`src/hw/rv_regfile.sv`:
```
module rv_regfile (
    input  logic        CPU_clk,
    input  logic        rstn,
    input  logic        we_i,
    input  logic [4:0]  rs1_i,
    input  logic [4:0]  rs2_i,
    input  logic [4:0]  rd_i,
    input  logic [31:0] wd_i,
    output logic [31:0] rd1_o,
    output logic [31:0] rd2_o
);

    logic [31:0] regs [32];

    // x0 is never written
    always_ff @(posedge CPU_clk or negedge rstn) begin
        if (!rstn) begin
            for (int k = 0; k < 32; k++) begin
                regs[k] <= '0;
            end
        end else if (we_i && (rd_i != 5'd0)) begin
            regs[rd_i] <= wd_i;
        end
    end

    assign rd1_o = (rs1_i == 5'd0) ? 32'h0 : regs[rs1_i];
    assign rd2_o = (rs2_i == 5'd0) ? 32'h0 : regs[rs2_i];

endmodule

```
`config.mk`:
```
export PLATFORM = sky130hd
export DESIGN_NAME = rv_regfile
export DESIGN_NICKNAME = d
export VERILOG_FILES = /design/src/hw/rv_regfile.sv
export SDC_FILE = /design/constraint.sdc
export NUM_CORES = 2
export LEC_CHECK = 0
export ABC_CLOCK_PERIOD_IN_PS = 2600
export BUFFER_PORTS_ARGS = -buffer_cell sky130_fd_sc_hd__buf_2
export CAP_MARGIN = 20
export CORE_MARGIN = 2
export CORE_UTILIZATION = 45
export DETAILED_ROUTE_END_ITERATION = 12
export GPL_TIMING_DRIVEN = 0
export HOLD_SLACK_MARGIN = 0.12
export SETUP_SLACK_MARGIN = 0.02
export SYNTH_ARGS = -nofsm -noshare
export SYNTH_HDL_FRONTEND = slang
export SYNTH_SLANG_ARGS = --single-unit
```
`constraint.sdc`:
```
create_clock -name CPU_clk -period 2.6 [get_ports CPU_clk]
set_input_delay 0.65 -clock CPU_clk [delete_from_list [all_inputs] [get_ports CPU_clk]]
set_output_delay 0.65 -clock CPU_clk [all_outputs]
set_load 0.02 [all_outputs]
```
Word-level counts from Yosys, hierarchy flattened
Index checks and enable logic that the tools add are counted.

Order comparisons: 4. Mux-type cells: 11. Bitwise gates (word level): 3. Reduce and logical (&&, ||, !) cells: 5.

Operator list (count): $bwmux W1024 (1); $bmux W32 S5 (2); $mux W32 (7); $demux W32 S5 (1); $ge A6 B6 Y1 const B (3); $not A5 Y6 (3); $logic_not A5 Y1 (2); $lt A6 B1 Y1 const B (1); $reduce_bool A5 Y1 (1); $logic_and A1 B1 Y1 (2).

Bits in registers: 1024. Bits of input ports: 50. Output and inout port bits: 64. Logic and storage cells: 55.

Longest topological paths before layout
Word-level depth: 6. Gate-level depth with buffers: 7. Depth with buffers taken out: 4.

Least setup slack after synthesis
No wires, ideal clock.

Kind: input to output. Start: input port rs1_i[0]. End: output port rd1_o[14]. Data arrival time: 2.319 ns. Data required time: 1.950 ns. Path slack: -0.369 ns. Stages: 7. Path buffers: 4. Cells stage by stage: buf_2 inv_1 buf_2 buf_2 clkbuf_1 o2111ai_1 a311oi_1.

Cells in the longest elaborated chain, start to end: 5. Elaborated cells between the ends (all ways): 6. Classes of those cells: mux (4); bitwise (1); reduce/logical (1).

RTL lines: start, declared (line 5) `input logic [4:0] rs1_i,`; $not A5 Y6 (implied by the code) (line 26) `assign rd1_o = (rs1_i == 5'd0) ? 32'h0 : regs[rs1_i];`; $bmux W32 S5 (line 26); $mux W32 (implied by the code) (2 in series) (line 26); $mux W32 (*) (line 26); end, declared (line 9) `output logic [31:0] rd1_o,`.

Every way passes the cells marked *; elsewhere a longest branch is shown, timed or not. The select of a mux whose other input is x is not followed.

Worst setup path after layout
Start: input port rs2_i[1]. End: output port rd2_o[20].

Cells in the longest elaborated chain, start to end: 5. Elaborated cells between the ends (all ways): 6. Classes of those cells: mux (4); bitwise (1); reduce/logical (1).

RTL lines: start, declared (line 6) `input logic [4:0] rs2_i,`; $not A5 Y6 (implied by the code) (line 27) `assign rd2_o = (rs2_i == 5'd0) ? 32'h0 : regs[rs2_i];`; $bmux W32 S5 (line 27); $mux W32 (implied by the code) (2 in series) (line 27); $mux W32 (*) (line 27); end, declared (line 10) `output logic [31:0] rd2_o`.

Marks and branches as above.

==> flow_metrics.tcl <==
set metrics [dict create \
    grt.total_usage 0.337 \
    grt_pass1_wl_mm 291 \
    relSlewSlack 0.222 \
    internal_power_mw 35.7 \
    nets 4002 \
    cts.path.max_buffers 3 \
    r2r_cells 2 \
    gp_congestion 0.965 \
    crit_required_ns 1.95 \
    initialDrtViolationCount 4185 \
    p_leak_nw 28.6 \
    grt_pass1_vias 37400 \
    portBuffers 103 \
    maxCapViolCount 0 \
    synth_top_flop_cell "dfrtp_1" \
    hold_ws_ns -0.0906 \
    htree_levels 3 \
    syn-num-nets 3671 \
    pwr-share-comb 0.243 \
    synthArstFlopShare 1.00 \
    synth.avg_cell_area_um2 15.0 \
    num_vias 37100 \
    io_pins 114 \
    floorplan.initialDensity 0.454 \
    final_common_cell "dfrtp_1" \
    sw_frac_of_total 0.295 \
    vdd_drop_max_uv 632 \
    yosys_warnings 0 \
    synth.distinct_cells 35 \
    cp-start-kind "input port" \
    insertion_delay_ns 0.74 \
    worstMarginPinSlew_ns 1.17 \
    netlist_area_um2 54400 \
    cts-buffers-inserted 115 \
    fin_crit_sh 1.27 \
    cp.arrival_ns 2.64 \
    clock_tree.root_cell "clkbuf_16" \
    synthToLayoutAreaGrowth_pct 24.5 \
    largestRegisters "regs (1024)" \
    fillers 9613 \
    path_class "input port to output pin" \
    hold_class "input port to asynchronous set/reset pin" \
    fin_total_pwr_mw 50.7 \
    r2r-start "regs[778]" \
    chipWidth_um 352 \
    firstDrtPassIters 7 \
    reg2reg_to "regs[778]" \
    grt_overflow 0 \
    cts_tree "built" \
    fin_util 0.565 \
    fin_ws_ns -0.695 \
    die_h_um 352 \
    wire_per_inst_um 36.4 \
    routed_wl_mm 206 \
    synth_edf_count 0 \
    p_switching_mw 15.0 \
    die_area_um2 124000 \
    clk_pin_slew_ns 0.06 \
    slew_viol_final 0 \
    worst-r2r-setup-slack_ns 1.68 \
    drc 0 \
    regMostFlops "regs" \
    grt_max_degree 164 \
    dp_hpwl_mm 146 \
    pwr-share-clk 0.339 \
    mostFrequentLayoutCells "dfrtp_1 (1024), mux2_2 (1017), mux4_2 (448)" \
    antenna_found_initial 8 \
    fin_skew_ns 0 \
    yosysSeqAreaShare 0.471 \
    finalCriticalPeriod_ns 3.29 \
    core.rowCount 127 \
    cts.sinks 1024 \
    viasPerCell 6.55 \
    critical_path_peak_fanout 10 \
    drive_above_1_share 0.626 \
    p_seq_frac 0.418 \
    largest_reg_flops 1024 \
    finalHoldViolCount 114 \
    report.final.setup_viol 71 \
    synthCells 3621 \
    ys_ff_latch 1024 \
    violations "negative hold slack, negative setup slack" \
    crit_start "rs2_i[1]" \
    rsz0062_at_grt "yes" \
    power_density_nw_per_um2 749 \
    cp-endpoint "rd2_o[20]" \
    core_area_um2 120000 \
    fmax_mhz 304 \
    ant_nets 0 \
    outcome "complete, but fails checks" \
    end_kind "output pin" \
]
metal layers:
layer	vias up	wire length, um	GRT usage	part of all wire
met2	1731	89300	0.479	0.43
met5	-	34	0	0.00016
met4	6	6900	0.117	0.033
li1	14700	-	-	-
met1	20300	88600	0.486	0.43
met3	362	21600	0.107	0.10
through the flow:
stage / setup TNS, ns / area, um^2 / std cells / setup WS [ns]
global route: -34.28 / 67700 / 5664 / -0.741
global placement: - / 58400 / 5336 / -22.56
detailed placement: -458.20 / 58600 / 5347 / -1.67
finish: -32.52 / 67700 / 5668 / -0.695
CTS: -33.84 / 66900 / 5629 / -0.702
floorplan: -2.15 / 55800 / 3621 / -0.0582
cells by family after synthesis:
group / count (synthesis) / share of synthesized area
buffers and inverters: 434 / 0.0363
flip-flops: 1024 / 0.471
multiplexers: 1632 / 0.428
AO/OA/AOI/OAI: 366 / 0.0484
AND/OR/NAND/NOR: 165 / 0.0161
repair_timing:
item | in CTS | in global routing
resized for setup | 810 | 76
setup endpoints to repair | 64 | 382
gates cloned | 8 | 4
setup buffers | 63 | 30
pin swaps | 147 | 71
hold endpoints to repair | 114 | 114
area by class of cell:
cell class / count / area (um^2) / share of cell area
Buffer: 426 / 3890 / 0.0575
Multi-Input combinational cell: 2163 / 29900 / 0.442
Timing Repair Buffer: 220 / 2320 / 0.0342
Tap cell: 1612 / 2020 / 0.0298
Inverter: 2 / 11.3 / 0.000166
Clock inverter: 48 / 567 / 0.00838
Sequential cell: 1024 / 25600 / 0.379
Antenna cell: 4 / 10.0 / 0.000148
Clock buffer: 169 / 3350 / 0.0495
worst min-delay path by stage:
stage	startpoint	end	slack [ns]	cells past startpoint
final	rstn	regs[986]	-0.09	1
after global routing	rstn	regs[986]	-0.03	1
after CTS	rstn	regs[986]	-0.08	1
after detailed placement	regs[996]	regs[996]	0.46	1
after global placement	regs[993]	regs[993]	0.46	1
after floorplan	rstn	regs[0]	0.35	0
cells in the mapped netlist (10+ instances only):
library cell / number / area (um^2)
dfrtp_1: 1024 / 25600
buf_2: 170 / 851
clkbuf_1: 223 / 837
a211oi_1: 64 / 480
o2111ai_1: 18 / 158
a221oi_1: 46 / 403
mux4_2: 448 / 10100
nand2_1: 49 / 184
a22oi_1: 64 / 480
mux2_2: 1046 / 11800
mux2_1: 10 / 113
buf_4: 34 / 255
mux2i_1: 128 / 1280
a311oi_1: 64 / 561
nor2b_1: 71 / 444
o21ai_0: 101 / 505
nor2_1: 19 / 71.3
worst max-delay path, cell delays in order:
cell and delay (ns):
buf_12 0.15, buf_4 0.29, mux4_2 0.55, o21ai_1 0.45, a311oi_2 0.27, buf_4 0.24
power by group through the flow:
stage / clock, mW / sequential [mW] / combinational (mW)
2_1_floorplan: 0 / 20.6 / 7.62
3_3_place_gp: 0 / 21.3 / 10.2
3_5_place_dp: 0 / 21.4 / 10.4
4_1_cts: 17.3 / 21.1 / 11.9
5_1_grt: 17.9 / 21.6 / 12.9
6_report: 17.2 / 21.2 / 12.3
Note: power is estimated with default switching activity, not from simulation.
