`config.mk`:
```
export PLATFORM = sky130hd
export DESIGN_NAME = rv_dbg_regs
export DESIGN_NICKNAME = d
export VERILOG_FILES = /design/src/hw/rv_pkg.sv /design/src/hw/rv_dbg_regs.sv
export SDC_FILE = /design/constraint.sdc
export NUM_CORES = 1
export LEC_CHECK = 0
export BUFFER_PORTS_ARGS = -buffer_cell sky130_fd_sc_hd__buf_2
export CAP_MARGIN = 20
export CORE_ASPECT_RATIO = 1.1
export CORE_UTILIZATION = 49
export DETAILED_ROUTE_END_ITERATION = 12
export PLACE_DENSITY_LB_ADDON = 0.2
export SLEW_MARGIN = 20
export SYNTH_ARGS = -nofsm -noshare
export SYNTH_HDL_FRONTEND = slang
export SYNTH_SLANG_ARGS = --single-unit
export TNS_END_PERCENT = 5
```
`constraint.sdc`:
```
create_clock -name CPU_clk -period 1.9 [get_ports CPU_clk]
set_input_delay 0.285 -clock CPU_clk [delete_from_list [all_inputs] [get_ports CPU_clk]]
set_output_delay 0.285 -clock CPU_clk [all_outputs]
set_load 0.03 [all_outputs]
```
`src/hw/rv_pkg.sv`:
```
package rv_pkg;

    // instruction views, one per encoding format
    typedef struct packed {
        logic [6:0] funct7;
        logic [4:0] rs2;
        logic [4:0] rs1;
        logic [2:0] funct3;
        logic [4:0] rd;
        logic [6:0] opcode;
    } r_fmt_s;

    typedef struct packed {
        logic [11:0] imm12;
        logic [4:0]  rs1;
        logic [2:0]  funct3;
        logic [4:0]  rd;
        logic [6:0]  opcode;
    } i_fmt_s;

    typedef struct packed {
        logic [6:0] imm_hi;
        logic [4:0] rs2;
        logic [4:0] rs1;
        logic [2:0] funct3;
        logic [4:0] imm_lo;
        logic [6:0] opcode;
    } s_fmt_s;

    typedef struct packed {
        logic       imm12;
        logic [5:0] imm10_5;
        logic [4:0] rs2;
        logic [4:0] rs1;
        logic [2:0] funct3;
        logic [3:0] imm4_1;
        logic       imm11;
        logic [6:0] opcode;
    } b_fmt_s;

    // also carries the scattered jal immediate
    typedef struct packed {
        logic [19:0] imm20;
        logic [4:0]  rd;
        logic [6:0]  opcode;
    } u_fmt_s;

    typedef union packed {
        r_fmt_s r;
        i_fmt_s i;
        s_fmt_s s;
        b_fmt_s b;
        u_fmt_s u;
    } rv_instr_u;

    localparam logic [6:0] OP_R      = 7'b0110011;
    localparam logic [6:0] OP_I      = 7'b0010011;
    localparam logic [6:0] OP_LOAD   = 7'b0000011;
    localparam logic [6:0] OP_STORE  = 7'b0100011;
    localparam logic [6:0] OP_BRANCH = 7'b1100011;
    localparam logic [6:0] OP_JAL    = 7'b1101111;
    localparam logic [6:0] OP_JALR   = 7'b1100111;
    localparam logic [6:0] OP_LUI    = 7'b0110111;

    localparam logic [2:0] F3_BEQ = 3'b000;
    localparam logic [2:0] F3_BNE = 3'b001;
    localparam logic [2:0] F3_BLT = 3'b100;
    localparam logic [2:0] F3_BGE = 3'b101;

    typedef enum logic [3:0] {
        ALU_ADD, ALU_SUB, ALU_AND, ALU_OR, ALU_XOR,
        ALU_SLT, ALU_SLL, ALU_SRL, ALU_SRA, ALU_PASSB
    } alu_op_e;

    // encodings follow funct3 of loads and stores
    typedef enum logic [2:0] {
        MEM_B  = 3'b000,
        MEM_H  = 3'b001,
        MEM_W  = 3'b010,
        MEM_BU = 3'b100,
        MEM_HU = 3'b101
    } mem_type_e;

    typedef enum logic [1:0] {WD_ALU, WD_MEM, WD_PC4} wd_sel_e;

    typedef struct packed {
        logic        reg_write;
        logic        mem_write;
        logic        mem_read;
        logic        alu_src_imm;
        alu_op_e     alu_op;
        mem_type_e   mem_type;
        wd_sel_e     wd_sel;
        logic        is_branch;
        logic        is_jal;
        logic        is_jalr;
        logic [31:0] imm;
    } ctrl_s;

    typedef struct packed {
        logic        valid;
        logic [31:0] pc;
        logic [31:0] instr;
        logic [4:0]  rd;
        logic        rd_we;
        logic [31:0] wdata;
    } retire_s;

    typedef enum logic [1:0] {CFG_CTRL, CFG_BREAK, CFG_RETIRED, CFG_PC} cfg_addr_e;

endpackage

```
`src/hw/rv_dbg_regs.sv`:
```
module rv_dbg_regs import rv_pkg::*; (
    input  logic        CPU_clk,
    input  logic        rstn,
    input  logic        cfg_we_i,
    input  cfg_addr_e   cfg_addr_i,
    input  logic [31:0] cfg_wdata_i,
    output logic [31:0] cfg_rdata_o,
    input  logic        exec_i,
    input  logic [31:0] pc_i,
    input  logic        bp_hit_i,
    output logic        fetch_en_o,
    output logic [31:0] bp_addr_o
);

    logic        run_q;
    logic        halted_q;
    logic        bp_en_q;
    logic [29:0] bp_word_q;
    logic [31:0] retired_q;
    logic        bp_skip_q;
    logic        bp_stop;

    // skip lets fetch resume at the breakpoint pc once
    assign bp_stop    = bp_en_q && bp_hit_i && !bp_skip_q;
    assign fetch_en_o = run_q && !halted_q && !bp_stop;
    assign bp_addr_o  = {bp_word_q, 2'b00};

    always_ff @(posedge CPU_clk or negedge rstn) begin
        if (!rstn) begin
            run_q     <= 1'b0;
            halted_q  <= 1'b0;
            bp_en_q   <= 1'b0;
            bp_word_q <= '0;
            retired_q <= '0;
            bp_skip_q <= 1'b0;
        end else begin
            if (exec_i) begin
                retired_q <= retired_q + 32'd1;
                bp_skip_q <= 1'b0;
            end
            if (run_q && bp_stop) halted_q <= 1'b1;
            // a write that clears halted wins over a new hit
            if (cfg_we_i && cfg_addr_i == CFG_CTRL) begin
                run_q <= cfg_wdata_i[0];
                if (cfg_wdata_i[1]) begin
                    halted_q  <= 1'b0;
                    bp_skip_q <= 1'b1;
                end
            end
            if (cfg_we_i && cfg_addr_i == CFG_BREAK) begin
                bp_en_q   <= cfg_wdata_i[0];
                bp_word_q <= cfg_wdata_i[31:2];
            end
        end
    end

    always_comb begin
        case (cfg_addr_i)
            CFG_CTRL:    cfg_rdata_o = {30'h0, halted_q, run_q};
            CFG_BREAK:   cfg_rdata_o = {bp_word_q, 1'b0, bp_en_q};
            CFG_RETIRED: cfg_rdata_o = retired_q;
            default:     cfg_rdata_o = pc_i;
        endcase
    end

endmodule

```
# Word level (Yosys, flattened, before mapping)
# Cells that the tools add are included.
# classes
multipliers	0
n_bitwise	0
div	0
shifts	0
muxes	7
addsub	1
magnitude_cmp	0
reduce_logical	11
n_eq_ne	2
# op_table
cell	n
32-bit one-hot mux with 3 select lines	1
32-bit by 1-bit adder with 32-bit output (second input constant)	1
1-bit logical AND	7
1-bit two-way mux	6
1-bit zero test	3
2-bit by 1-bit equality test with 1-bit output (second input constant)	1
2-bit equality test (second input constant)	1
2-bit zero test	1
# word_totals
reg_bits	66
ram_bits	0
romBits	0
latchBits	0
elab_cells	27
n_memories	0
input_bits	71

# Logic depth before layout (Yosys ltp)
# logic_depth
ltp_word	6
mapped_depth	6

# Worst setup path after synthesis
# OpenSTA, ideal clock, no wires.
# synth_timing
path_type	input to output
startpoint	input port cfg_addr_i[0]
endpoint	output port cfg_rdata_o[11]
t_arrival_ns	1.413
stages	4
setup_slack_ns	0.202
n_path_buf	2
path_cell_list	buf_2 -> buf_1 -> mux2_2 -> a22o_1
# synth_via
elab_chain_cells	2
word_cells_on_any_way	4
# synth_rtl
item	line_no	source
from (decl)	rv_dbg_regs.sv:5	input cfg_addr_e cfg_addr_i,
2-bit equality test (tied with other cells)	rv_dbg_regs.sv:58	case (cfg_addr_i)
32-bit one-hot mux with 3 select lines *	rv_dbg_regs.sv:58	
to (decl)	rv_dbg_regs.sv:7	output logic [31:0] cfg_rdata_o,
# Mark *: on every way between the ends. The rest lies on a longest branch, timed or not.

# Worst setup path after layout
# layout_timing
startpoint	register retired_q[8]
endpoint	output port cfg_rdata_o[8]
# layout_via
elab_chain_cells	1
# layout_rtl
item	line_no	source
from (decl)	rv_dbg_regs.sv:19	logic [31:0] retired_q;
from (signal assigned)	rv_dbg_regs.sv:38	retired_q <= retired_q + 32'd1;
32-bit one-hot mux with 3 select lines	rv_dbg_regs.sv:58	
# Every way passes these cells.

==> results.json <==
{
  "overflow": 0,
  "synth_top_family_by_area": "multiplexers",
  "crit_arrival_ps": 1530,
  "drt_iter0_markers": 101,
  "critPathKind": "flop to output port",
  "hold_ws_ps": 142,
  "whs_endpoint": "halted_q",
  "power_frac_clock": 0.275,
  "synth-compound-area-share": 0.0860,
  "postPlaceCellArea_um2": 4290,
  "ir_drop_mv": 0.674,
  "reg2reg_from": "retired_q[14]",
  "io_pins": 136,
  "post-cts-setup-buffer-count": 0,
  "synthTopCellsByCount": "dfrtp_1, mux2_2, a22o_1",
  "grt_start_max_net_pins": 37,
  "antenna_found_initial": 0,
  "grt_pass1_wl_um": 12900,
  "firstDrtPassIters": 4,
  "synth_top_area_share": 0.479,
  "maxSlewViolCount": 0,
  "finalNonFillerCells": 509,
  "yosys_warnings": 0,
  "yosysMostFrequentCell": "dfrtp_1",
  "std_cell_rows": 31,
  "dp_hpwl_um": 6080,
  "reg2reg_depth": 4,
  "num-nets-final": 494,
  "crit_required_ps": 1620,
  "yosysTopAreaCell": "dfrtp_1",
  "synth_area_per_cell_um2": 12.3,
  "viasPerCell": 5.44,
  "place_ws_ps": 208,
  "clock_path_buffers": 2,
  "final_cell_area_um2": 4500,
  "clk_latency_ps": 330,
  "drive_above_1_share": 0.548,
  "clk_pin_slew_ps": 70,
  "wl_um": 8070,
  "finalHoldViolCount": 0,
  "postSynthCellCount": 280,
  "rsz0062_at_grt": "false",
  "hold_start": "cfg_wdata_i[1]",
  "fmax_mhz": 550,
  "hold_class": "primary input to flop",
  "met1_usage": 0.287,
  "diodes": 0,
  "synth_edf_count": 0,
  "crit_fanout": 6,
  "die_w_um": 82.0,
  "h-tree-depth": 3,
  "cts_resized": 0,
  "place.gp.congestion": 0.779,
  "p_leak_nw": 2.25,
  "postRouteAntennaNets": 0,
  "power.internal_mw": 2.82,
  "status": "completed",
  "dpl.cell_count": 492,
  "total_power_mw": 4.27,
  "die_h_um": 90.0,
  "fin_crit_ps": 1820,
  "synthAdderAreaFrac": 0.00363,
  "portBuffers": 133,
  "period_share": 0.956,
  "switching_share": 0.340,
  "r2r_end": "retired_q[26]",
  "core-area_um2": 6710,
  "synth-simple-area-share": 0.112,
  "start_util": 0.514,
  "comb_power_share": 0.297,
  "grt_busiest_layer": "met2",
  "switching_power_mw": 1.45,
  "whs_path_depth": 2,
  "dieArea_um2": 7380,
  "drcViolationCount": 0,
  "yosysUniqueCellTypes": 32,
  "yosys_most_used_dff": "dfrtp_1",
  "gr-usage-all-layers": 0.231,
  "syn-cell-area_um2": 3450,
  "async_reset_ff_frac": 1.00,
  "drv_cap": 0,
  "grt_pass1_vias": 2751,
  "setup-violations-final": 0,
  "via_count": 2771,
  "met2_usage": 0.394,
  "synth-xor-area-share": 0.0787,
  "cts_sinks": 66,
  "use_met3": 0.0508,
  "r2r_slack_ps": 250,
  "ys_ff_latch": 66,
  "endpoint_kind": "output port",
  "skew_ps": 6.67,
  "synth_area_leaders": "dfrtp_1, mux2_2, a22o_1, xnor2_1, nand4_1",
  "critPathLaunchType": "flop",
  "power.density_nw_per_um2": 949,
  "fin_ws_ps": 83.0,
  "cts-buffers-inserted": 9,
  "fin_setup_tns_ps": 0,
  "ys_seq_area_frac": 0.479,
  "synthMuxAreaShare": 0.209,
  "fin_util": 0.671,
  "clockRootBuffer": "clkbuf_8",
  "syn_to_final_growth_pct": 30.5,
  "p_seq_frac": 0.428,
  "wire_per_inst_um": 15.8,
  "cts_tree": "yes"
}
critical path, stage by stage, from the launching register on:
cell,delay [ps]
dfrtp_1,420
buf_4,180
mux2_2,260
a22o_1,170
buf_2,170
power by group through the flow:
stage / Clock [mW] / Combinational [mW] / Sequential, mW
after floorplan: 0 / 0.645 / 2.05
after global placement: 0 / 1.25 / 1.85
after detailed placement: 0 / 1.27 / 1.85
after CTS: 1.21 / 1.28 / 1.83
after global routing: 1.27 / 1.36 / 1.86
final: 1.17 / 1.27 / 1.83
placed cells by master (no fill, tap or decap):
cell / synthesis / layout
buf_2: 8 / 133
dfrtp_1: 66 / 66
mux2_2: 62 / 62
a22o_1: 31 / 31
xnor2_1: 27 / 27
nand2_1: 15 / 15
nand4_1: 12 / 12
clkbuf_8: 0 / 11
buf_4: 3 / 11
nand3_1: 9 / 9
and3_1: 4 / 4
xor2_1: 4 / 4
buf_12: 0 / 4
inv_1: 3 / 3
o21ai_0: 3 / 3
nor2_1: 3 / 3
nor3_1: 3 / 3
clkbuf_1: 7 / 3
nor3b_1: 2 / 2
a21oi_1: 2 / 2
nand4_2: 2 / 2
nor4_4: 2 / 2
conb_1: 1 / 2
nor2b_2: 0 / 1
mux4_2: 1 / 1
nand3b_1: 1 / 1
and4_1: 1 / 1
nand4_4: 1 / 1
nor3_2: 1 / 1
and4_2: 1 / 1
and3_2: 1 / 1
or2_2: 1 / 1
ha_1: 1 / 1
clkinv_2: 0 / 1
bufinv_16: 0 / 1
dlygate4sd3_1: 0 / 1
registers in the layout, indices dropped and copies added, names as in the netlist:
name	count
bp_skip_q	1
bp_word_q	30
run_q	1
retired_q	32
halted_q	1
bp_en_q	1
cells by family (layout without fill, tap and decap cells):
family          after synthesis  count (layout)
flops                        66              66
mux                          63              63
simple gates                 60              60
compound gates               36              36
xor+xnor                     31              31
buf+inv                      22             168
fa+ha+maj                     1               1
other cells                   1               2
layout make-up:
class / count / area, µm²
timing repair buffer: 149 / 838
fill: 531 / 2210
tap: 82 / 103
sequential: 66 / 1650
inverter: 3 / 11.3
clock inverter: 2 / 35.0
clock buffer: 14 / 163
multi-input combinational: 193 / 1700
how the worst max path moves through the flow:
stage / slack (ps) / startpoint / to
2_1_floorplan: 200 / cfg_addr_i[0] / cfg_rdata_o[11]
3_3_place_gp: 220 / cfg_addr_i[0] / cfg_rdata_o[25]
3_5_place_dp: 210 / cfg_addr_i[0] / cfg_rdata_o[20]
4_1_cts: 60 / retired_q[8] / cfg_rdata_o[8]
5_1_grt: 20 / retired_q[8] / cfg_rdata_o[8]
6_report: 80 / retired_q[8] / cfg_rdata_o[8]
routing by layer:
metal	vias to the layer above	share of wire
met4	0	0.013
met2	102	0.50
met5	-	0
met1	1351	0.43
li1	1307	-
met3	11	0.051
what timing repair did:
item	CTS	global route
hold buffers	1	0
hold endpoints to repair	12	0
setup endpoints to repair	0	0
(Power assumes the default switching activity.)
