File: src/hw/rv_pkg.sv
package rv_pkg;

    // instruction views, one per encoding format
    typedef struct packed {
        logic [6:0] funct7;
        logic [4:0] rs2;
        logic [4:0] rs1;
        logic [2:0] funct3;
        logic [4:0] rd;
        logic [6:0] opcode;
    } r_fmt_s;

    typedef struct packed {
        logic [11:0] imm12;
        logic [4:0]  rs1;
        logic [2:0]  funct3;
        logic [4:0]  rd;
        logic [6:0]  opcode;
    } i_fmt_s;

    typedef struct packed {
        logic [6:0] imm_hi;
        logic [4:0] rs2;
        logic [4:0] rs1;
        logic [2:0] funct3;
        logic [4:0] imm_lo;
        logic [6:0] opcode;
    } s_fmt_s;

    typedef struct packed {
        logic       imm12;
        logic [5:0] imm10_5;
        logic [4:0] rs2;
        logic [4:0] rs1;
        logic [2:0] funct3;
        logic [3:0] imm4_1;
        logic       imm11;
        logic [6:0] opcode;
    } b_fmt_s;

    // also carries the scattered jal immediate
    typedef struct packed {
        logic [19:0] imm20;
        logic [4:0]  rd;
        logic [6:0]  opcode;
    } u_fmt_s;

    typedef union packed {
        r_fmt_s r;
        i_fmt_s i;
        s_fmt_s s;
        b_fmt_s b;
        u_fmt_s u;
    } rv_instr_u;

    localparam logic [6:0] OP_R      = 7'b0110011;
    localparam logic [6:0] OP_I      = 7'b0010011;
    localparam logic [6:0] OP_LOAD   = 7'b0000011;
    localparam logic [6:0] OP_STORE  = 7'b0100011;
    localparam logic [6:0] OP_BRANCH = 7'b1100011;
    localparam logic [6:0] OP_JAL    = 7'b1101111;
    localparam logic [6:0] OP_JALR   = 7'b1100111;
    localparam logic [6:0] OP_LUI    = 7'b0110111;

    localparam logic [2:0] F3_BEQ = 3'b000;
    localparam logic [2:0] F3_BNE = 3'b001;
    localparam logic [2:0] F3_BLT = 3'b100;
    localparam logic [2:0] F3_BGE = 3'b101;

    typedef enum logic [3:0] {
        ALU_ADD, ALU_SUB, ALU_AND, ALU_OR, ALU_XOR,
        ALU_SLT, ALU_SLL, ALU_SRL, ALU_SRA, ALU_PASSB
    } alu_op_e;

    // encodings follow funct3 of loads and stores
    typedef enum logic [2:0] {
        MEM_B  = 3'b000,
        MEM_H  = 3'b001,
        MEM_W  = 3'b010,
        MEM_BU = 3'b100,
        MEM_HU = 3'b101
    } mem_type_e;

    typedef enum logic [1:0] {WD_ALU, WD_MEM, WD_PC4} wd_sel_e;

    typedef struct packed {
        logic        reg_write;
        logic        mem_write;
        logic        mem_read;
        logic        alu_src_imm;
        alu_op_e     alu_op;
        mem_type_e   mem_type;
        wd_sel_e     wd_sel;
        logic        is_branch;
        logic        is_jal;
        logic        is_jalr;
        logic [31:0] imm;
    } ctrl_s;

    typedef struct packed {
        logic        valid;
        logic [31:0] pc;
        logic [31:0] instr;
        logic [4:0]  rd;
        logic        rd_we;
        logic [31:0] wdata;
    } retire_s;

    typedef enum logic [1:0] {CFG_CTRL, CFG_BREAK, CFG_RETIRED, CFG_PC} cfg_addr_e;

endpackage

File: src/hw/rv_decode.sv
module rv_decode import rv_pkg::*; (
    input  rv_instr_u instr_i,
    output ctrl_s     ctrl_o
);

    logic [31:0] imm_i;
    logic [31:0] imm_s;
    logic [31:0] imm_b;
    logic [31:0] imm_u;
    logic [31:0] imm_j;

    // shared by R and I types, funct7 bit 5 picks sub and sra
    function automatic alu_op_e arith_op(input logic [2:0] f3, input logic alt,
                                         input logic is_reg);
        case (f3)
            3'b000:  arith_op = (alt && is_reg) ? ALU_SUB : ALU_ADD;
            3'b001:  arith_op = ALU_SLL;
            3'b010:  arith_op = ALU_SLT;
            3'b100:  arith_op = ALU_XOR;
            3'b101:  arith_op = alt ? ALU_SRA : ALU_SRL;
            3'b110:  arith_op = ALU_OR;
            3'b111:  arith_op = ALU_AND;
            default: arith_op = ALU_ADD;
        endcase
    endfunction

    assign imm_i = {{20{instr_i.i.imm12[11]}}, instr_i.i.imm12};
    assign imm_s = {{20{instr_i.s.imm_hi[6]}}, instr_i.s.imm_hi, instr_i.s.imm_lo};
    assign imm_b = {{19{instr_i.b.imm12}}, instr_i.b.imm12, instr_i.b.imm11,
                    instr_i.b.imm10_5, instr_i.b.imm4_1, 1'b0};
    assign imm_u = {instr_i.u.imm20, 12'h000};
    // j immediate bits sit in the upper 20 bits in scrambled order
    assign imm_j = {{11{instr_i.u.imm20[19]}}, instr_i.u.imm20[19], instr_i.u.imm20[7:0],
                    instr_i.u.imm20[8], instr_i.u.imm20[18:9], 1'b0};

    always_comb begin
        ctrl_o = '0;
        case (instr_i.r.opcode)
            OP_R: begin
                ctrl_o.reg_write = 1'b1;
                ctrl_o.alu_op    = arith_op(instr_i.r.funct3, instr_i.r.funct7[5], 1'b1);
            end
            OP_I: begin
                ctrl_o.reg_write   = 1'b1;
                ctrl_o.alu_src_imm = 1'b1;
                ctrl_o.alu_op      = arith_op(instr_i.i.funct3, instr_i.r.funct7[5], 1'b0);
                ctrl_o.imm         = imm_i;
            end
            OP_LOAD: begin
                ctrl_o.reg_write   = 1'b1;
                ctrl_o.mem_read    = 1'b1;
                ctrl_o.alu_src_imm = 1'b1;
                ctrl_o.mem_type    = mem_type_e'(instr_i.i.funct3);
                ctrl_o.wd_sel      = WD_MEM;
                ctrl_o.imm         = imm_i;
            end
            OP_STORE: begin
                ctrl_o.mem_write   = 1'b1;
                ctrl_o.alu_src_imm = 1'b1;
                ctrl_o.mem_type    = mem_type_e'(instr_i.s.funct3);
                ctrl_o.imm         = imm_s;
            end
            OP_BRANCH: begin
                // compare through sub, fetch reads the flags
                ctrl_o.is_branch = 1'b1;
                ctrl_o.alu_op    = ALU_SUB;
                ctrl_o.imm       = imm_b;
            end
            OP_JAL: begin
                ctrl_o.reg_write = 1'b1;
                ctrl_o.is_jal    = 1'b1;
                ctrl_o.wd_sel    = WD_PC4;
                ctrl_o.imm       = imm_j;
            end
            OP_JALR: begin
                ctrl_o.reg_write = 1'b1;
                ctrl_o.is_jalr   = 1'b1;
                ctrl_o.wd_sel    = WD_PC4;
                ctrl_o.imm       = imm_i;
            end
            OP_LUI: begin
                ctrl_o.reg_write   = 1'b1;
                ctrl_o.alu_src_imm = 1'b1;
                ctrl_o.alu_op      = ALU_PASSB;
                ctrl_o.imm         = imm_u;
            end
            default: ctrl_o = '0;
        endcase
    end

endmodule

File: config.mk
export PLATFORM = sky130hd
export DESIGN_NAME = rv_decode
export DESIGN_NICKNAME = d
export VERILOG_FILES = /design/src/hw/rv_pkg.sv /design/src/hw/rv_decode.sv
export SDC_FILE = /design/constraint.sdc
export NUM_CORES = 1
export LEC_CHECK = 0
export ABC_AREA = 1
export BUFFER_PORTS_ARGS = -buffer_cell sky130_fd_sc_hd__buf_2
export CAP_MARGIN = 15
export CORE_UTILIZATION = 45
export DETAILED_ROUTE_END_ITERATION = 7
export GPL_TIMING_DRIVEN = 1
export PLACE_DENSITY = 0.86
export SYNTH_ARGS = -nofsm -noshare
export SYNTH_HDL_FRONTEND = slang
export SYNTH_SLANG_ARGS = --single-unit
File: constraint.sdc
create_clock -name vclk -period 1
set_clock_uncertainty 0.1 [all_clocks]
set_input_delay 0.05 -clock vclk [all_inputs]
set_output_delay 0.05 -clock vclk [all_outputs]
set_load 0.005 [all_outputs]
==> out/qor.yml, run 1 <==
run_status:
  stop_stage: "global routing"
  status: "stopped before the end"
  error: "[ERROR GRT-0232] Routing congestion too high. Check the congestion heatmap in the GUI."
die:
  rows: 18
  die_x_um: 53.4
  die_h_um: 53.4
  initial_core_util_pct: 48.0
  ios: 80
grt:
  gr-total-overflow: 106
  grt_max_degree: 22
  grt_use_total_pct: 79.6
logic_synthesis:
  synth_top_family_by_area: "simple AND/OR/NAND/NOR gates"
  syn_inst: 234
  ys_top_cells_by_area: "nand3_1 (29%), nand2_1 (19%), nand3_2 (12%)"
  yosysTopAreaCell: "nand3_1"
  syn_nets: 266
  ys_seq_area_share_pct: 0
  syn_area_um2: 1190
  synth_compound_area_share_pct: 4.63
  synth.distinct_cells: 19
  yosys_warnings: 0
  synth_simple_gate_area_share_pct: 72.8
  synth_top_area_share_pct: 29.4
  avgSynthCellArea_um2: 5.09
  synth_xor_area_share_pct: 0
  synthMuxAreaShare_pct: 0
  synthAdderAreaFrac_pct: 0
place:
  place_hpwl_um: 2860
  port-buffer-count: 80
  gp_routability_congestion: 0.828
  dpl-instance-area_um2: 1720
sta:
  postGrtWorstEndpoint: "ctrl_o[30]"
  worstEpCategory: "top-level output"
cts:
  postCtsHoldBufs: 0
==> synthesized netlist by cell type <==
| cell type | instances |
|---|---|
| buf_4 | 6 |
| nand4_1 | 6 |
| inv_2 | 3 |
| nand3_2 | 14 |
| nand2_2 | 6 |
| nor2_2 | 3 |
| buf_2 | 5 |
| clkbuf_1 | 1 |
| nor3_1 | 2 |
| buf_6 | 4 |
| nor2_1 | 7 |
| o21a_1 | 2 |
| nand2_1 | 60 |
| o211ai_1 | 2 |
| inv_1 | 37 |
| o21ai_0 | 1 |
| nand3_1 | 70 |
| a21oi_1 | 4 |
| nor2_8 | 1 |
==> timing repair <==
action | 4_1_cts
setup endpoints to repair | 47
endpoints found under the hold margin | 0
pin swaps | 10
resized for setup | 87
cloned | 4
setup buffers | 11
==> cells by family after synthesis <==
group,count (synthesis)
AO/OA/AOI/OAI,9
buffers and inverters,56
AND/OR/NAND/NOR,169
==> metrics by stage <==
stage | hold WS, ns | worst slack, ns | instances
after CTS | 0.283 | -0.214 | 364
after detailed placement | 0.284 | -0.397 | 351
after global placement | 0.277 | -0.357 | 351
after floorplan | 0.0446 | 0.0154 | 234
==> metal layers <==
metal  track usage, %  GRT overflow
met1             74.8             0
met2              107            61
met3             41.1             0
met4              107            45
met5             9.52             0
==> inputs of run 2 (changes only) <==
Settings changed: CORE_AREA set to 2 2 63 65, CORE_UTILIZATION 45 to unset, DIE_AREA set to 0 0 65 67, PLACE_DENSITY 0.86 to unset, PLACE_DENSITY_LB_ADDON set to 0.15.
==> run 2 against run 1 <==
The flow now finishes, with violations (negative setup slack). Synthesized cell count unchanged. Synthesized area unchanged.
==> out/qor.yml, run 2 <==
run_status:
  status: "complete, but fails checks"
  violations: "negative setup slack"
sta:
  rsz0062_at_grt: "true"
  finalSetupViolCount: 45
  layout_setup_ws_ns: -0.264
  fmax_mhz: 791
  drv_slew: 0
  tns_ns: -8.50
  min_period_ns: 1.26
  slew_headroom_pct: 81.9
  post-route-period-util_pct: 126
  hold_viol: 0
  worst_pin_slew_ns: 0.271
logic_synthesis:
  avgSynthCellArea_um2: 5.09  # unchanged
  synth.distinct_cells: 19  # unchanged
  synthMuxAreaShare_pct: 0  # unchanged
  ys_top_cells_by_area: "nand3_1 (29%), nand2_1 (19%), nand3_2 (12%)"
  synthAdderAreaFrac_pct: 0  # unchanged
  yosysTopAreaCell: "nand3_1"
  synth_xor_area_share_pct: 0  # unchanged
  synth_simple_gate_area_share_pct: 72.8  # unchanged
  synth_top_family_by_area: "simple AND/OR/NAND/NOR gates"
  ys_seq_area_share_pct: 0  # unchanged
  synth_compound_area_share_pct: 4.63  # unchanged
  synth_common_cells: "nand3_1 (70), nand2_1 (60), inv_1 (37), nand3_2 (14), nor2_1 (7)"
  syn_area_um2: 1190  # unchanged
  synth_top_area_share_pct: 29.4  # unchanged
  syn_nets: 266  # unchanged
  syn_inst: 234  # unchanged
  yosys_warnings: 0  # unchanged
  synth_most_common_cell: "nand3_1"
detailed_routing:
  drt-total-wl_um: 4480
  drc: 0
  wl_per_cell_um: 11.6
  ant_nets: 0
  num_vias: 1853
  vias_per_cell: 4.79
  drt_iter0_markers: 105
  drt-pass1-iter-count: 5
grt:
  gr-total-overflow: 0
  grt_max_degree: 22
  antenna_found_initial: 0
  grt_pass1_wl_um: 6980
  grt_use_total_pct: 19.1
  grt_pass1_vias: 1569
setup_path:
  worstSetupStartpointType: "input pin"
  crit_arrival_ns: 1.11
  worstPathRequired_ns: 0.85
  end_kind: "output pin"
  path_max_fanout: 6
  path_class: "in2out"
final_layout:
  multi_input_area_um2: 1130
  clkbuf_count: 0
  fillers: 363
  design_area_um2: 2260
  final_common_cell: "buf_2"
  fin_nets: 373
  register_area_um2: 0
  drive_gt1_share_pct: 53.7
  area_growth_pct: 90.3
  most-common-layout-cells: "buf_2 (71), nand3_1 (60), nand2_1 (51), inv_1 (30), buf_4 (23)"
  n_antenna_cell: 0
  seq_cell_count: 0
die:
  rows: 22  # +4
  die_h_um: 67  # +25%
  dieArea_um2: 4360
  ios: 80  # unchanged
  coreArea_um2: 3610
  initial_core_util_pct: 33.0  # -15 points
  die_x_um: 65  # +22%
place:
  gp_routability_congestion: 0.798  # -3.7%
  dpl-instance-area_um2: 1800  # +4.8%
  port-buffer-count: 80  # unchanged
  place_hpwl_um: 3180  # +11%
worst_hold_path:
  min_path_type: "in2out"
flow_run:
  cap_violations: 0
pwr:
  vdd_ir_drop_max_mv: 0.143
  p_per_area_nw_per_um2: 200
  power.leakage_nw: 1.58
run 2: path summary, 6_finish.rpt:
check,start,end,slack (ns),cells past startpoint
worst min-delay path,instr_i[15],ctrl_o[15],0.28,4
worst max-delay path,instr_i[3],ctrl_o[24],-0.26,11
run 2: report_power, final:
| group | leakage, nW | internal (W) | switching [W] |
|---|---|---|---|
| sequential | 0 | 0 | 0 |
| combinational | 1.58 | 0.000209 | 0.000243 |
| clock | 0 | 0 | 0 |
| total | 1.58 | 0.000209 | 0.000243 |
run 2: critical path, cell delays in order:
cell	delay (ns)
buf_6	0.10
inv_4	0.05
nand2_4	0.04
nor2_4	0.08
buf_6	0.14
nand2_4	0.06
nand3_4	0.09
nand2_4	0.06
bufbuf_16	0.28
nand3_2	0.05
buf_2	0.11
run 2: repair_timing:
action	CTS	global route
hold buffers	0	0
pin swaps	6	2
gates cloned	2	1
resized for setup	69	17
buffers inserted	4	4
setup endpoints to repair	47	47
hold endpoints to repair	0	0
run 2: area by class of cell:
| cell class | count | share of cell area, % |
|---|---|---|
| tap | 48 | 2.65 |
| timing repair buffer | 120 | 39.8 |
| inverter | 40 | 7.40 |
| multi-input combinational | 179 | 50.1 |
run 2: kinds of logic after synthesis:
logic type	after synthesis
AND/OR/NAND/NOR	169
AO/OA/AOI/OAI	9
buffers and inverters	56
run 2: metrics by stage:
stage / hold WS, ns / total power [W] / std cells / util, % / setup WS [ns]
floorplan: 0.0446 / 0.000149 / 234 / - / 0.0154
global placement: 0.279 / 0.000338 / 377 / 50.0 / -0.291
detailed placement: 0.282 / 0.000338 / 377 / 50.0 / -0.323
CTS: 0.286 / 0.000427 / 383 / 59.9 / -0.251
global route: 0.304 / 0.000491 / 387 / 62.8 / -0.338
finish: 0.283 / 0.000452 / 387 / 62.8 / -0.264
run 2: per-layer routing:
| metal | wire length (um) | global-route usage (%) |
|---|---|---|
| met3 | 313 | 1.18 |
| met2 | 2230 | 34.4 |
| met5 | 0 | 0 |
| met1 | 1940 | 26.5 |
| met4 | 0 | 0 |
Note: power is estimated with default switching activity, not from simulation.
