[src/hw/rv_pkg.sv]
package rv_pkg;

    // instruction views, one per encoding format
    typedef struct packed {
        logic [6:0] funct7;
        logic [4:0] rs2;
        logic [4:0] rs1;
        logic [2:0] funct3;
        logic [4:0] rd;
        logic [6:0] opcode;
    } r_fmt_s;

    typedef struct packed {
        logic [11:0] imm12;
        logic [4:0]  rs1;
        logic [2:0]  funct3;
        logic [4:0]  rd;
        logic [6:0]  opcode;
    } i_fmt_s;

    typedef struct packed {
        logic [6:0] imm_hi;
        logic [4:0] rs2;
        logic [4:0] rs1;
        logic [2:0] funct3;
        logic [4:0] imm_lo;
        logic [6:0] opcode;
    } s_fmt_s;

    typedef struct packed {
        logic       imm12;
        logic [5:0] imm10_5;
        logic [4:0] rs2;
        logic [4:0] rs1;
        logic [2:0] funct3;
        logic [3:0] imm4_1;
        logic       imm11;
        logic [6:0] opcode;
    } b_fmt_s;

    // also carries the scattered jal immediate
    typedef struct packed {
        logic [19:0] imm20;
        logic [4:0]  rd;
        logic [6:0]  opcode;
    } u_fmt_s;

    typedef union packed {
        r_fmt_s r;
        i_fmt_s i;
        s_fmt_s s;
        b_fmt_s b;
        u_fmt_s u;
    } rv_instr_u;

    localparam logic [6:0] OP_R      = 7'b0110011;
    localparam logic [6:0] OP_I      = 7'b0010011;
    localparam logic [6:0] OP_LOAD   = 7'b0000011;
    localparam logic [6:0] OP_STORE  = 7'b0100011;
    localparam logic [6:0] OP_BRANCH = 7'b1100011;
    localparam logic [6:0] OP_JAL    = 7'b1101111;
    localparam logic [6:0] OP_JALR   = 7'b1100111;
    localparam logic [6:0] OP_LUI    = 7'b0110111;

    localparam logic [2:0] F3_BEQ = 3'b000;
    localparam logic [2:0] F3_BNE = 3'b001;
    localparam logic [2:0] F3_BLT = 3'b100;
    localparam logic [2:0] F3_BGE = 3'b101;

    typedef enum logic [3:0] {
        ALU_ADD, ALU_SUB, ALU_AND, ALU_OR, ALU_XOR,
        ALU_SLT, ALU_SLL, ALU_SRL, ALU_SRA, ALU_PASSB
    } alu_op_e;

    // encodings follow funct3 of loads and stores
    typedef enum logic [2:0] {
        MEM_B  = 3'b000,
        MEM_H  = 3'b001,
        MEM_W  = 3'b010,
        MEM_BU = 3'b100,
        MEM_HU = 3'b101
    } mem_type_e;

    typedef enum logic [1:0] {WD_ALU, WD_MEM, WD_PC4} wd_sel_e;

    typedef struct packed {
        logic        reg_write;
        logic        mem_write;
        logic        mem_read;
        logic        alu_src_imm;
        alu_op_e     alu_op;
        mem_type_e   mem_type;
        wd_sel_e     wd_sel;
        logic        is_branch;
        logic        is_jal;
        logic        is_jalr;
        logic [31:0] imm;
    } ctrl_s;

    typedef struct packed {
        logic        valid;
        logic [31:0] pc;
        logic [31:0] instr;
        logic [4:0]  rd;
        logic        rd_we;
        logic [31:0] wdata;
    } retire_s;

    typedef enum logic [1:0] {CFG_CTRL, CFG_BREAK, CFG_RETIRED, CFG_PC} cfg_addr_e;

endpackage

[src/hw/rv_fetch.sv]
module rv_fetch import rv_pkg::*; #(
    parameter logic [31:0] RESET_PC = 32'h0
) (
    input  logic        CPU_clk,
    input  logic        rstn,
    input  logic        fetch_en_i,
    output logic        imem_req_o,
    output logic [31:0] imem_addr_o,
    input  logic        imem_ack_i,
    input  logic [31:0] imem_rdata_i,
    output rv_instr_u   instr_o,
    output logic [31:0] pc_o,
    output logic        exec_o,
    input  ctrl_s       ctrl_i,
    input  logic        alu_zero_i,
    input  logic        alu_lt_i,
    input  logic [31:0] rs1_data_i,
    input  logic [31:0] bp_addr_i,
    output logic        bp_hit_o,
    output retire_s     retire_o,
    input  logic [31:0] wdata_i
);

    typedef enum logic [1:0] {S_IDLE, S_REQ, S_ACK_LOW, S_EXEC} state_e;

    state_e      state_q;
    logic [31:0] pc_q;
    logic [31:0] next_pc;
    rv_instr_u   instr_q;
    logic        taken;
    logic        rd_we;

    assign imem_req_o  = (state_q == S_REQ);
    assign imem_addr_o = pc_q;
    assign pc_o        = pc_q;
    assign exec_o      = (state_q == S_EXEC);
    // outside execute the all-zero word decodes to no writes
    assign instr_o     = exec_o ? instr_q : '0;
    assign bp_hit_o    = (state_q == S_IDLE) && (pc_q == bp_addr_i);

    always_comb begin
        case (instr_q.b.funct3)
            F3_BEQ:  taken = alu_zero_i;
            F3_BNE:  taken = !alu_zero_i;
            F3_BLT:  taken = alu_lt_i;
            F3_BGE:  taken = !alu_lt_i;
            default: taken = 1'b0;
        endcase
        if (ctrl_i.is_jalr) begin
            next_pc = (rs1_data_i + ctrl_i.imm) & ~32'h1;
        end else if (ctrl_i.is_jal || (ctrl_i.is_branch && taken)) begin
            next_pc = pc_q + ctrl_i.imm;
        end else begin
            next_pc = pc_q + 32'd4;
        end
    end

    assign rd_we = ctrl_i.reg_write && (instr_q.r.rd != 5'd0);

    always_ff @(posedge CPU_clk or negedge rstn) begin
        if (!rstn) begin
            state_q  <= S_IDLE;
            pc_q     <= RESET_PC;
            retire_o <= '0;
        end else begin
            retire_o.valid <= exec_o;
            case (state_q)
                S_IDLE:    if (fetch_en_i) state_q <= S_REQ;
                S_REQ:     if (imem_ack_i) state_q <= S_ACK_LOW;
                S_ACK_LOW: if (!imem_ack_i) state_q <= S_EXEC;
                default: begin
                    state_q        <= S_IDLE;
                    pc_q           <= next_pc;
                    retire_o.pc    <= pc_q;
                    retire_o.instr <= instr_q;
                    retire_o.rd    <= rd_we ? instr_q.r.rd : 5'd0;
                    retire_o.rd_we <= rd_we;
                    retire_o.wdata <= rd_we ? wdata_i : 32'h0;
                end
            endcase
        end
    end

    always_ff @(posedge CPU_clk) begin
        if (state_q == S_REQ && imem_ack_i) begin
            instr_q <= imem_rdata_i;
        end
    end

    // responder may only raise ack against a pending request
    a_ack_needs_req: assert property (@(posedge CPU_clk) disable iff (!rstn)
        $rose(imem_ack_i) |-> imem_req_o)
        else $error("fetch ack raised without a pending request");

endmodule

[config.mk]
export PLATFORM = sky130hd
export DESIGN_NAME = rv_fetch
export DESIGN_NICKNAME = d
export VERILOG_FILES = /design/src/hw/rv_pkg.sv /design/src/hw/rv_fetch.sv
export SDC_FILE = /design/constraint.sdc
export NUM_CORES = 1
export LEC_CHECK = 0
export BUFFER_PORTS_ARGS = -buffer_cell sky130_fd_sc_hd__buf_4
export CAP_MARGIN = 5
export CORE_ASPECT_RATIO = 1.2
export CORE_MARGIN = 5
export CORE_UTILIZATION = 35
export DETAILED_ROUTE_END_ITERATION = 16
export GPL_TIMING_DRIVEN = 0
export PLACE_DENSITY = 0.61
export SLEW_MARGIN = 20
export SYNTH_ARGS = -nofsm -noshare
export SYNTH_HDL_FRONTEND = slang
export SYNTH_SLANG_ARGS = --single-unit
[constraint.sdc]
create_clock -name CPU_clk -period 2.68 [get_ports CPU_clk]
set_input_delay 0.402 -clock CPU_clk [delete_from_list [all_inputs] [get_ports CPU_clk]]
set_output_delay 0.402 -clock CPU_clk [all_outputs]
set_load 0.1 [all_outputs]
Yosys cells after proc, flatten, opt, wreduce, memory -nomap -nowiden
Cells that the tools add are included.
Widths: inputs -> output; s select.
Storage, ports and cells
  flip-flop bits (word level): 169
Cells by class
  add/sub/neg operators: 3
  equal/unequal tests: 10
  multiplexer cells: 10
  reduce and logical (&&, ||, !) cells: 12
Operators with widths (count)
  $mux 32: 4
  $add 32x32->32: 2
  $add 32x3->32 const B: 1
  $eq 32x32->1: 1
  $eq 3x3->1 const B: 2
  $mux 2: 3
  $pmux 2 s3: 1
  $mux 5: 1
  $reduce_bool 5->1: 1
  $eq 2x2->1 const B: 2
  $logic_and 1x1->1: 4
  $ne 2x2->1 const B: 2
  $pmux 1 s4: 1
  $eq 3x1->1 const B: 1
  $logic_not 3->1: 1
  $reduce_and 3->1: 1
  $reduce_or 3->1: 1
  $eq 2x1->1 const B: 1
  $logic_not 1->1: 2
  $logic_not 2->1: 1
  $ne 2x1->1 const B: 1
  $logic_or 1x1->1: 1

Depth between registers and ports, before layout
Gate-level depths: netlist of run 1.
  depth after elaboration: 6
  mapped depth: 12
  depth with buffers taken out: 12

Least setup slack after synthesis of run 1
OpenSTA, ideal clock, no wires.
  path kind: reg2out
  start point: register pc_q[17], in the netlist imem_addr_o[17]
  end point: output bp_hit_o
  data arrival time: 4796 ps
  required time: 2278 ps
  path slack: -2518 ps
  stages on the path, launching flop included: 7
  path buffers: 1
  cell sequence: dfrtp_1 > clkbuf_1 > xnor2_1 > nand4_1 > nor4_1 > nand4_1 > nor4_1
Between the ends
  cells in the longest elaborated chain, start to end: 2
Ends and longest elaborated chain
  start: declaration: RTL line rv_fetch.sv:27  | logic [31:0] pc_q;
  start signal: assignment: RTL line rv_fetch.sv:73  | pc_q <= next_pc;
  $eq 32x32->1: RTL line rv_fetch.sv:39  | assign bp_hit_o = (state_q == S_IDLE) && (pc_q == bp_addr_i);
  $logic_and 1x1->1: RTL line rv_fetch.sv:39
  end: declaration: RTL line rv_fetch.sv:19  | output logic bp_hit_o,
Every way passes these cells.

Final worst setup path of run 1
  start point: register pc_q[7], in the netlist imem_addr_o[7]
  end point: output bp_hit_o
The elaborated chain is that of the path after synthesis.

==> impl_metrics.env, run 1 <==
export IMPL_io_pins=384
export IMPL_layout_drive_gt1_share=0.421
export IMPL_synth_yosys_seq_area_share=0.399
export IMPL_firstDrtPassIters=7
export IMPL_dp_cells=1912
export IMPL_drt_initial_drc_count=654
export IMPL_min_path_type="in -> reg"
export IMPL_routed_wl_mm=44.8
export IMPL_synth_top_area_frac=0.312
export IMPL_fp_coreArea_um2=31200
export IMPL_dieWidth_um=172
export IMPL_post_route_drc_count=0
export IMPL_dieArea_um2=35100
export IMPL_stdcell_count=1987
export IMPL_numCtsBuffers=17
export IMPL_pre_cts_ws_ns=-0.988
export IMPL_final_period_utilization=1.13
export IMPL_crit_fanout=6
export IMPL_hold_violations=0
export IMPL_fin_skew_ns=0.0128
export IMPL_fmax_ghz=0.331
export IMPL_syn_area_um2=11000
export IMPL_cts_sinks=169
export IMPL_cp_end_kind="primary output"
export IMPL_antenna_left=0
export IMPL_clockBufferDepth=2
export IMPL_final_setup_viol_count=13
export IMPL_synth_edf_count=32
export IMPL_worstPathArrival_ns=2.62
export IMPL_status="complete, but fails checks"
export IMPL_place_detailed_hpwl_mm=34.2
export IMPL_rr_startpoint="imem_addr_o[10]"
export IMPL_grt_pass1_vias=11100
export IMPL_drv_slew=0
export IMPL_grt_ovfl_total=0
export IMPL_ys_top_cells_by_area="dfrtp_1 31%, edfxtp_1 8.7%, ha_1 7.5%, xnor2_1 5.6%, a21oi_1 4.2%"
export IMPL_synth_top_area_cell="dfrtp_1"
export IMPL_vias=10800
export IMPL_synthCells=1139
export IMPL_vias_per_cell=5.41
export IMPL_synthTopCellsByCount="137 x dfrtp_1, 92 x a21oi_1, 81 x nand2_1, 78 x nor2_1, 70 x xnor2_1"
export IMPL_drt_wirelength_per_cell_um=22.6
export IMPL_wl_met3_mm=3.74
export IMPL_synth_seq_cells=169
export IMPL_place_area_um2=14700
export IMPL_start_util=0.353
export IMPL_area_delta_synth_final_pct=47.3
export IMPL_startpoint="imem_addr_o[7]"
export IMPL_synth_flop_cell="dfrtp_1"
export IMPL_gp_congestion=0.899
export IMPL_cts_tree="yes"
export IMPL_layout_nets=1822
export IMPL_relSlewSlack=0.294
export IMPL_critPathCapture="bp_hit_o"
export IMPL_highest_layer="met5"
export IMPL_maxCapViolCount=0
export IMPL_path_clk_slew_ns=0.08
export IMPL_yosysWarnings=0
export IMPL_tightest_slew_ns=1.06
export IMPL_wl_met1_mm=17.5
export IMPL_grt_max_degree=74
export IMPL_finalCriticalPeriod_ns=3.02
export IMPL_htreeDepth=4
export IMPL_setup_ws_ns=-0.344
export IMPL_clock_latency_ns=0.44
export IMPL_rr_endpoint="imem_addr_o[31]"
export IMPL_reg2reg_slack_ns=-0.24
export IMPL_critical_path_class="reg -> out"
export IMPL_antenna_found_initial=2
export IMPL_cp_required_ns=2.28
export IMPL_synth_fp_nets=1389
export IMPL_grt_first_pass_wirelength_mm=66.1
export IMPL_start_kind="flop"
export IMPL_rsz0062_at_grt="yes"
export IMPL_portBuffers=370
export IMPL_wl_met2_mm=22.3
export IMPL_die_y_um=204
export IMPL_design_area_um2=16200
export IMPL_r2r_cells=10
export IMPL_violations="setup timing"
export IMPL_row_count=71
export IMPL_async_reset_ff_frac=0.811
export IMPL_grtUsageTotal=0.249
export IMPL_synthDistinctLibCells=74
export IMPL_syn_area_per_cell_um2=9.65
export IMPL_yosysMostFrequentCell="dfrtp_1"
export IMPL_clockRootBuffer="clkbuf_16"
export IMPL_holdPathStages=1
==> cells by family after synthesis <==
logic type                 synth area share
AOI/OAI and AO/OA                     0.213
adders and majority gates            0.0788
buffers and inverters                0.0506
xor gates and xnor gates             0.0789
muxes                                0.0443
DFF                                   0.399
and+or+nand+nor                       0.136
==> worst min-delay path by stage <==
stage                          start         endpoint  slack (ns)
floorplan                       rstn  imem_addr_o[13]        0.11
global placement        retire_o[45]     retire_o[45]        0.46
detailed placement              rstn     retire_o[88]        0.41
CTS                 imem_rdata_i[31]      instr_q[31]        0.12
global route        imem_rdata_i[31]      instr_q[31]        0.11
finish              imem_rdata_i[31]      instr_q[31]        0.13
==> metrics by stage <==
step / utilization / TNS, ns / hold slack [ns]
after global routing: 0.519 / -2.74 / 0.112
final: 0.519 / -1.41 / 0.133
after floorplan: - / -1.26 / 0.106
after detailed placement: 0.472 / -19.93 / 0.414
after global placement: 0.470 / -19.70 / 0.465
after CTS: 0.511 / -1.45 / 0.119
==> sequential cells by signal (all words and copies together) (netlist names) <==
name and cells:
imem_addr_o 32, instr_q 32, retire_o 103, state_q 2
==> worst max-delay path, stage by stage, from the launching register on <==
cell	delay, ns
dfrtp_4	0.50
clkbuf_8	0.18
xnor2_4	0.28
nand4_1	0.25
nor4_2	0.25
nand4_1	0.19
nor4_4	0.26
buf_6	0.28
==> cells in the final DEF, fill, tap and decap left out, drive strengths merged, types with 6 or more instances in the layout <==
master / count
inv: 35
o21ai: 55
dfrtp: 137
mux2: 37
nand3: 20
nand2: 81
o2bb2ai: 33
nor2b: 6
nor4: 7
nand2b: 6
edfxtp: 32
o211ai: 10
a211oi: 15
mux2i: 7
a31oi: 11
o21a: 10
nor3: 14
a21oi: 92
xnor2: 70
and2: 37
a21o: 55
and3: 11
nor2: 78
ha: 66
xor2: 29
buf: 457
clkbuf: 62
nand4: 19
==> per-layer routing <==
| layer | GRT usage | vias to the layer above |
|---|---|---|
| met1 | 0.304 | 5248 |
| li1 | - | 5000 |
| met5 | 0 | - |
| met2 | 0.425 | 453 |
| met3 | 0.0716 | 52 |
| met4 | 0.0761 | 2 |
==> cell type report <==
type / count / area, um2
Antenna cell: 1 / 2.50
Buffer: 89 / 549
Clock buffer: 17 / 425
Clock inverter: 15 / 190
Fill cell: 2876 / 15000
Inverter: 26 / 97.6
Multi-Input combinational cell: 855 / 6740
Sequential cell: 169 / 4480
Tap cell: 401 / 502
Timing Repair Buffer: 414 / 3210
==> repair_timing <==
action,in CTS,in global routing
pin swaps,39,17
setup endpoints to repair,101,35
hold endpoints to repair,64,0
gates resized for setup,83,47
setup buffers,29,13
hold buffers,1,0
Power of run 1 is not shown: default switching activity piles up to over one toggle a cycle in this logic, so the estimate is an artifact.
==> run 2, diff against run 1 <==
--- a/config.mk
+++ b/config.mk
@@ -8,11 +8,11 @@
 export BUFFER_PORTS_ARGS = -buffer_cell sky130_fd_sc_hd__buf_4
 export CAP_MARGIN = 5
 export CORE_ASPECT_RATIO = 1.2
-export CORE_MARGIN = 5
+export CORE_MARGIN = 2
 export CORE_UTILIZATION = 35
 export DETAILED_ROUTE_END_ITERATION = 16
 export GPL_TIMING_DRIVEN = 0
-export PLACE_DENSITY = 0.61
+export PLACE_DENSITY = 0.58
 export SLEW_MARGIN = 20
 export SYNTH_ARGS = -nofsm -noshare
 export SYNTH_HDL_FRONTEND = slang
==> constraint.sdc (replaced) <==
create_clock -name CPU_clk -period 3.22 [get_ports CPU_clk]
set_input_delay 0.483 -clock CPU_clk [delete_from_list [all_inputs] [get_ports CPU_clk]]
set_output_delay 0.483 -clock CPU_clk [all_outputs]
set_load 0.1 [all_outputs]
==> run 2 against run 1 <==
The flow now finishes without violations. Routed wire length down 5.6%. Sequential cell count unchanged. Clock skew down 0.00075 ns. Setup slack better by 0.41 ns. Clock-buffer cell count up 1. Die area down 6.3%. Global-route usage up 0.47 points. Core utilization down 2.8 points. First-iteration DRC count down 15%. Non-clock buffer count down 32. Critical endpoint is now imem_addr_o[31].
==> impl_metrics.env, run 2 (synthesized netlist as in run 1, its figures left out) <==
export IMPL_status="completed"
export IMPL_critical_path_class="in -> reg"
export IMPL_drt_initial_drc_count=554
export IMPL_grtUsageTotal=0.254
export IMPL_clockBufferDepth=2
export IMPL_dieWidth_um=166
export IMPL_finalCriticalPeriod_ns=3.15
export IMPL_relSlewSlack=0.431
export IMPL_drv_slew=0
export IMPL_largest_register_ffs=103
export IMPL_fp_coreArea_um2=31200
export IMPL_largest_register="retire_o"
export IMPL_layout_nets=1790
export IMPL_cp_end_kind="flop"
export IMPL_mostFrequentLayoutCells="410 x buf_4, 120 x dfrtp_1, 90 x a21oi_1, 81 x nand2_1, 77 x nor2_1"
export IMPL_htreeDepth=4
export IMPL_antenna_left=0
export IMPL_row_count=71
export IMPL_antenna_found_initial=1
export IMPL_worstPathArrival_ns=3.44
export IMPL_min_path_type="in -> reg"
export IMPL_clock_latency_ns=0.44
export IMPL_portBuffers=370
export IMPL_antennaDiodeCount=0
export IMPL_vias_per_cell=5.38
export IMPL_final_setup_viol_count=0
export IMPL_hold_violations=0
export IMPL_layout_drive_gt1_share=0.358
export IMPL_gp_congestion=0.867
export IMPL_dieArea_um2=32800
export IMPL_grt_first_pass_wirelength_mm=63.5
export IMPL_setup_ws_ns=0.0673
export IMPL_maxCapViolCount=0
export IMPL_fmax_ghz=0.317
export IMPL_reg2reg_slack_ns=0.07
export IMPL_grt_ovfl_total=0
export IMPL_numCtsBuffers=17
export IMPL_place_detailed_hpwl_mm=33.1
export IMPL_vias=10500
export IMPL_post_route_drc_count=0
export IMPL_die_y_um=198
export IMPL_path_clk_slew_ns=0.08
export IMPL_cp_required_ns=3.51
export IMPL_grt_max_degree=53
export IMPL_layout_commonest_cell="buf_4"
export IMPL_tightest_slew_ns=0.854
export IMPL_final_period_utilization=0.979
export IMPL_fin_skew_ns=0.0121
export IMPL_cts_sinks=169
export IMPL_routed_wl_mm=42.3
export IMPL_firstDrtPassIters=5
export IMPL_clockRootBuffer="clkbuf_16"
export IMPL_drt_wirelength_per_cell_um=21.7
export IMPL_cts_tree="yes"
export IMPL_area_delta_synth_final_pct=39.3
export IMPL_start_util=0.353
export IMPL_start_kind="input port"
export IMPL_grt_pass1_vias=10600
export IMPL_crit_fanout=4
export IMPL_io_pins=384
export IMPL_pre_cts_ws_ns=-0.595
## run 2: changes by cell type in the layout (fill, tap and decap cells not counted), sizes merged
cell	change
diode	-1
bufinv	+3
inv	-3
clkinv	-1
buf	-31
## run 2: worst paths after layout
path                             startpoint              end  cells after the start
min                        imem_rdata_i[21]      instr_q[21]                      1
min reg2reg                    retire_o[57]     retire_o[57]                      1
max                               ctrl_i[2]  imem_addr_o[31]                     11
min in group asynchronous              rstn     retire_o[92]                      2
max reg2reg                 imem_addr_o[10]  imem_addr_o[31]                     10
max in group asynchronous              rstn   imem_addr_o[4]                      4
## run 2: worst max-delay path, cell delays in order
cell and delay, ns:
buf_4 0.12, ha_1 0.34, nand4_1 0.13, a21oi_1 0.34
o211ai_1 0.32, a2111oi_2 0.69, o31ai_1 0.18, a21oi_1 0.36
a31oi_1 0.16, mux2i_1 0.20, o221ai_2 0.11
## run 2: what timing repair did
| item | in CTS | in global routing |
|---|---|---|
| pin swaps | 3 | 7 |
| hold buffers | 1 | 0 |
| setup endpoints to repair | 21 | 19 |
| resized for setup | 14 | 43 |
| setup buffers | 1 | 8 |
| cloned | 0 | 0 |
| hold endpoints to repair | 39 | 0 |
## run 2: cell type report
| class | instances | area (um2) |
|---|---|---|
| buffer | 88 | 472 |
| clock buffer | 18 | 429 |
| fill | 2989 | 15900 |
| clock inverter | 14 | 208 |
| inverter | 26 | 97.6 |
| multi-input combinational | 855 | 6250 |
| timing repair buffer | 383 | 2950 |
| sequential | 169 | 4410 |
| tap | 401 | 502 |
## run 2: metal layers
layer / share of wire / track usage
met2: 0.49 / 0.444
met3: 0.072 / 0.0690
met5: 0.00038 / 0
met1: 0.41 / 0.302
met4: 0.030 / 0.0831
## run 2: per-stage QoR
stage          cell area, um2   TNS, ns  utilization  std cells  hold slack, ns
2_1_floorplan           11000    -0.296            -       1139           0.187
3_3_place_gp            14300     -5.07        0.459       1910           0.463
3_5_place_dp            14400     -4.64        0.462       1913           0.387
4_1_cts                 15100    -0.167        0.485       1947           0.197
5_1_grt                 15300  -0.00525        0.491       1954           0.193
6_report                15300         0        0.491       1954           0.209
Power of run 2 is left out for the same reason.
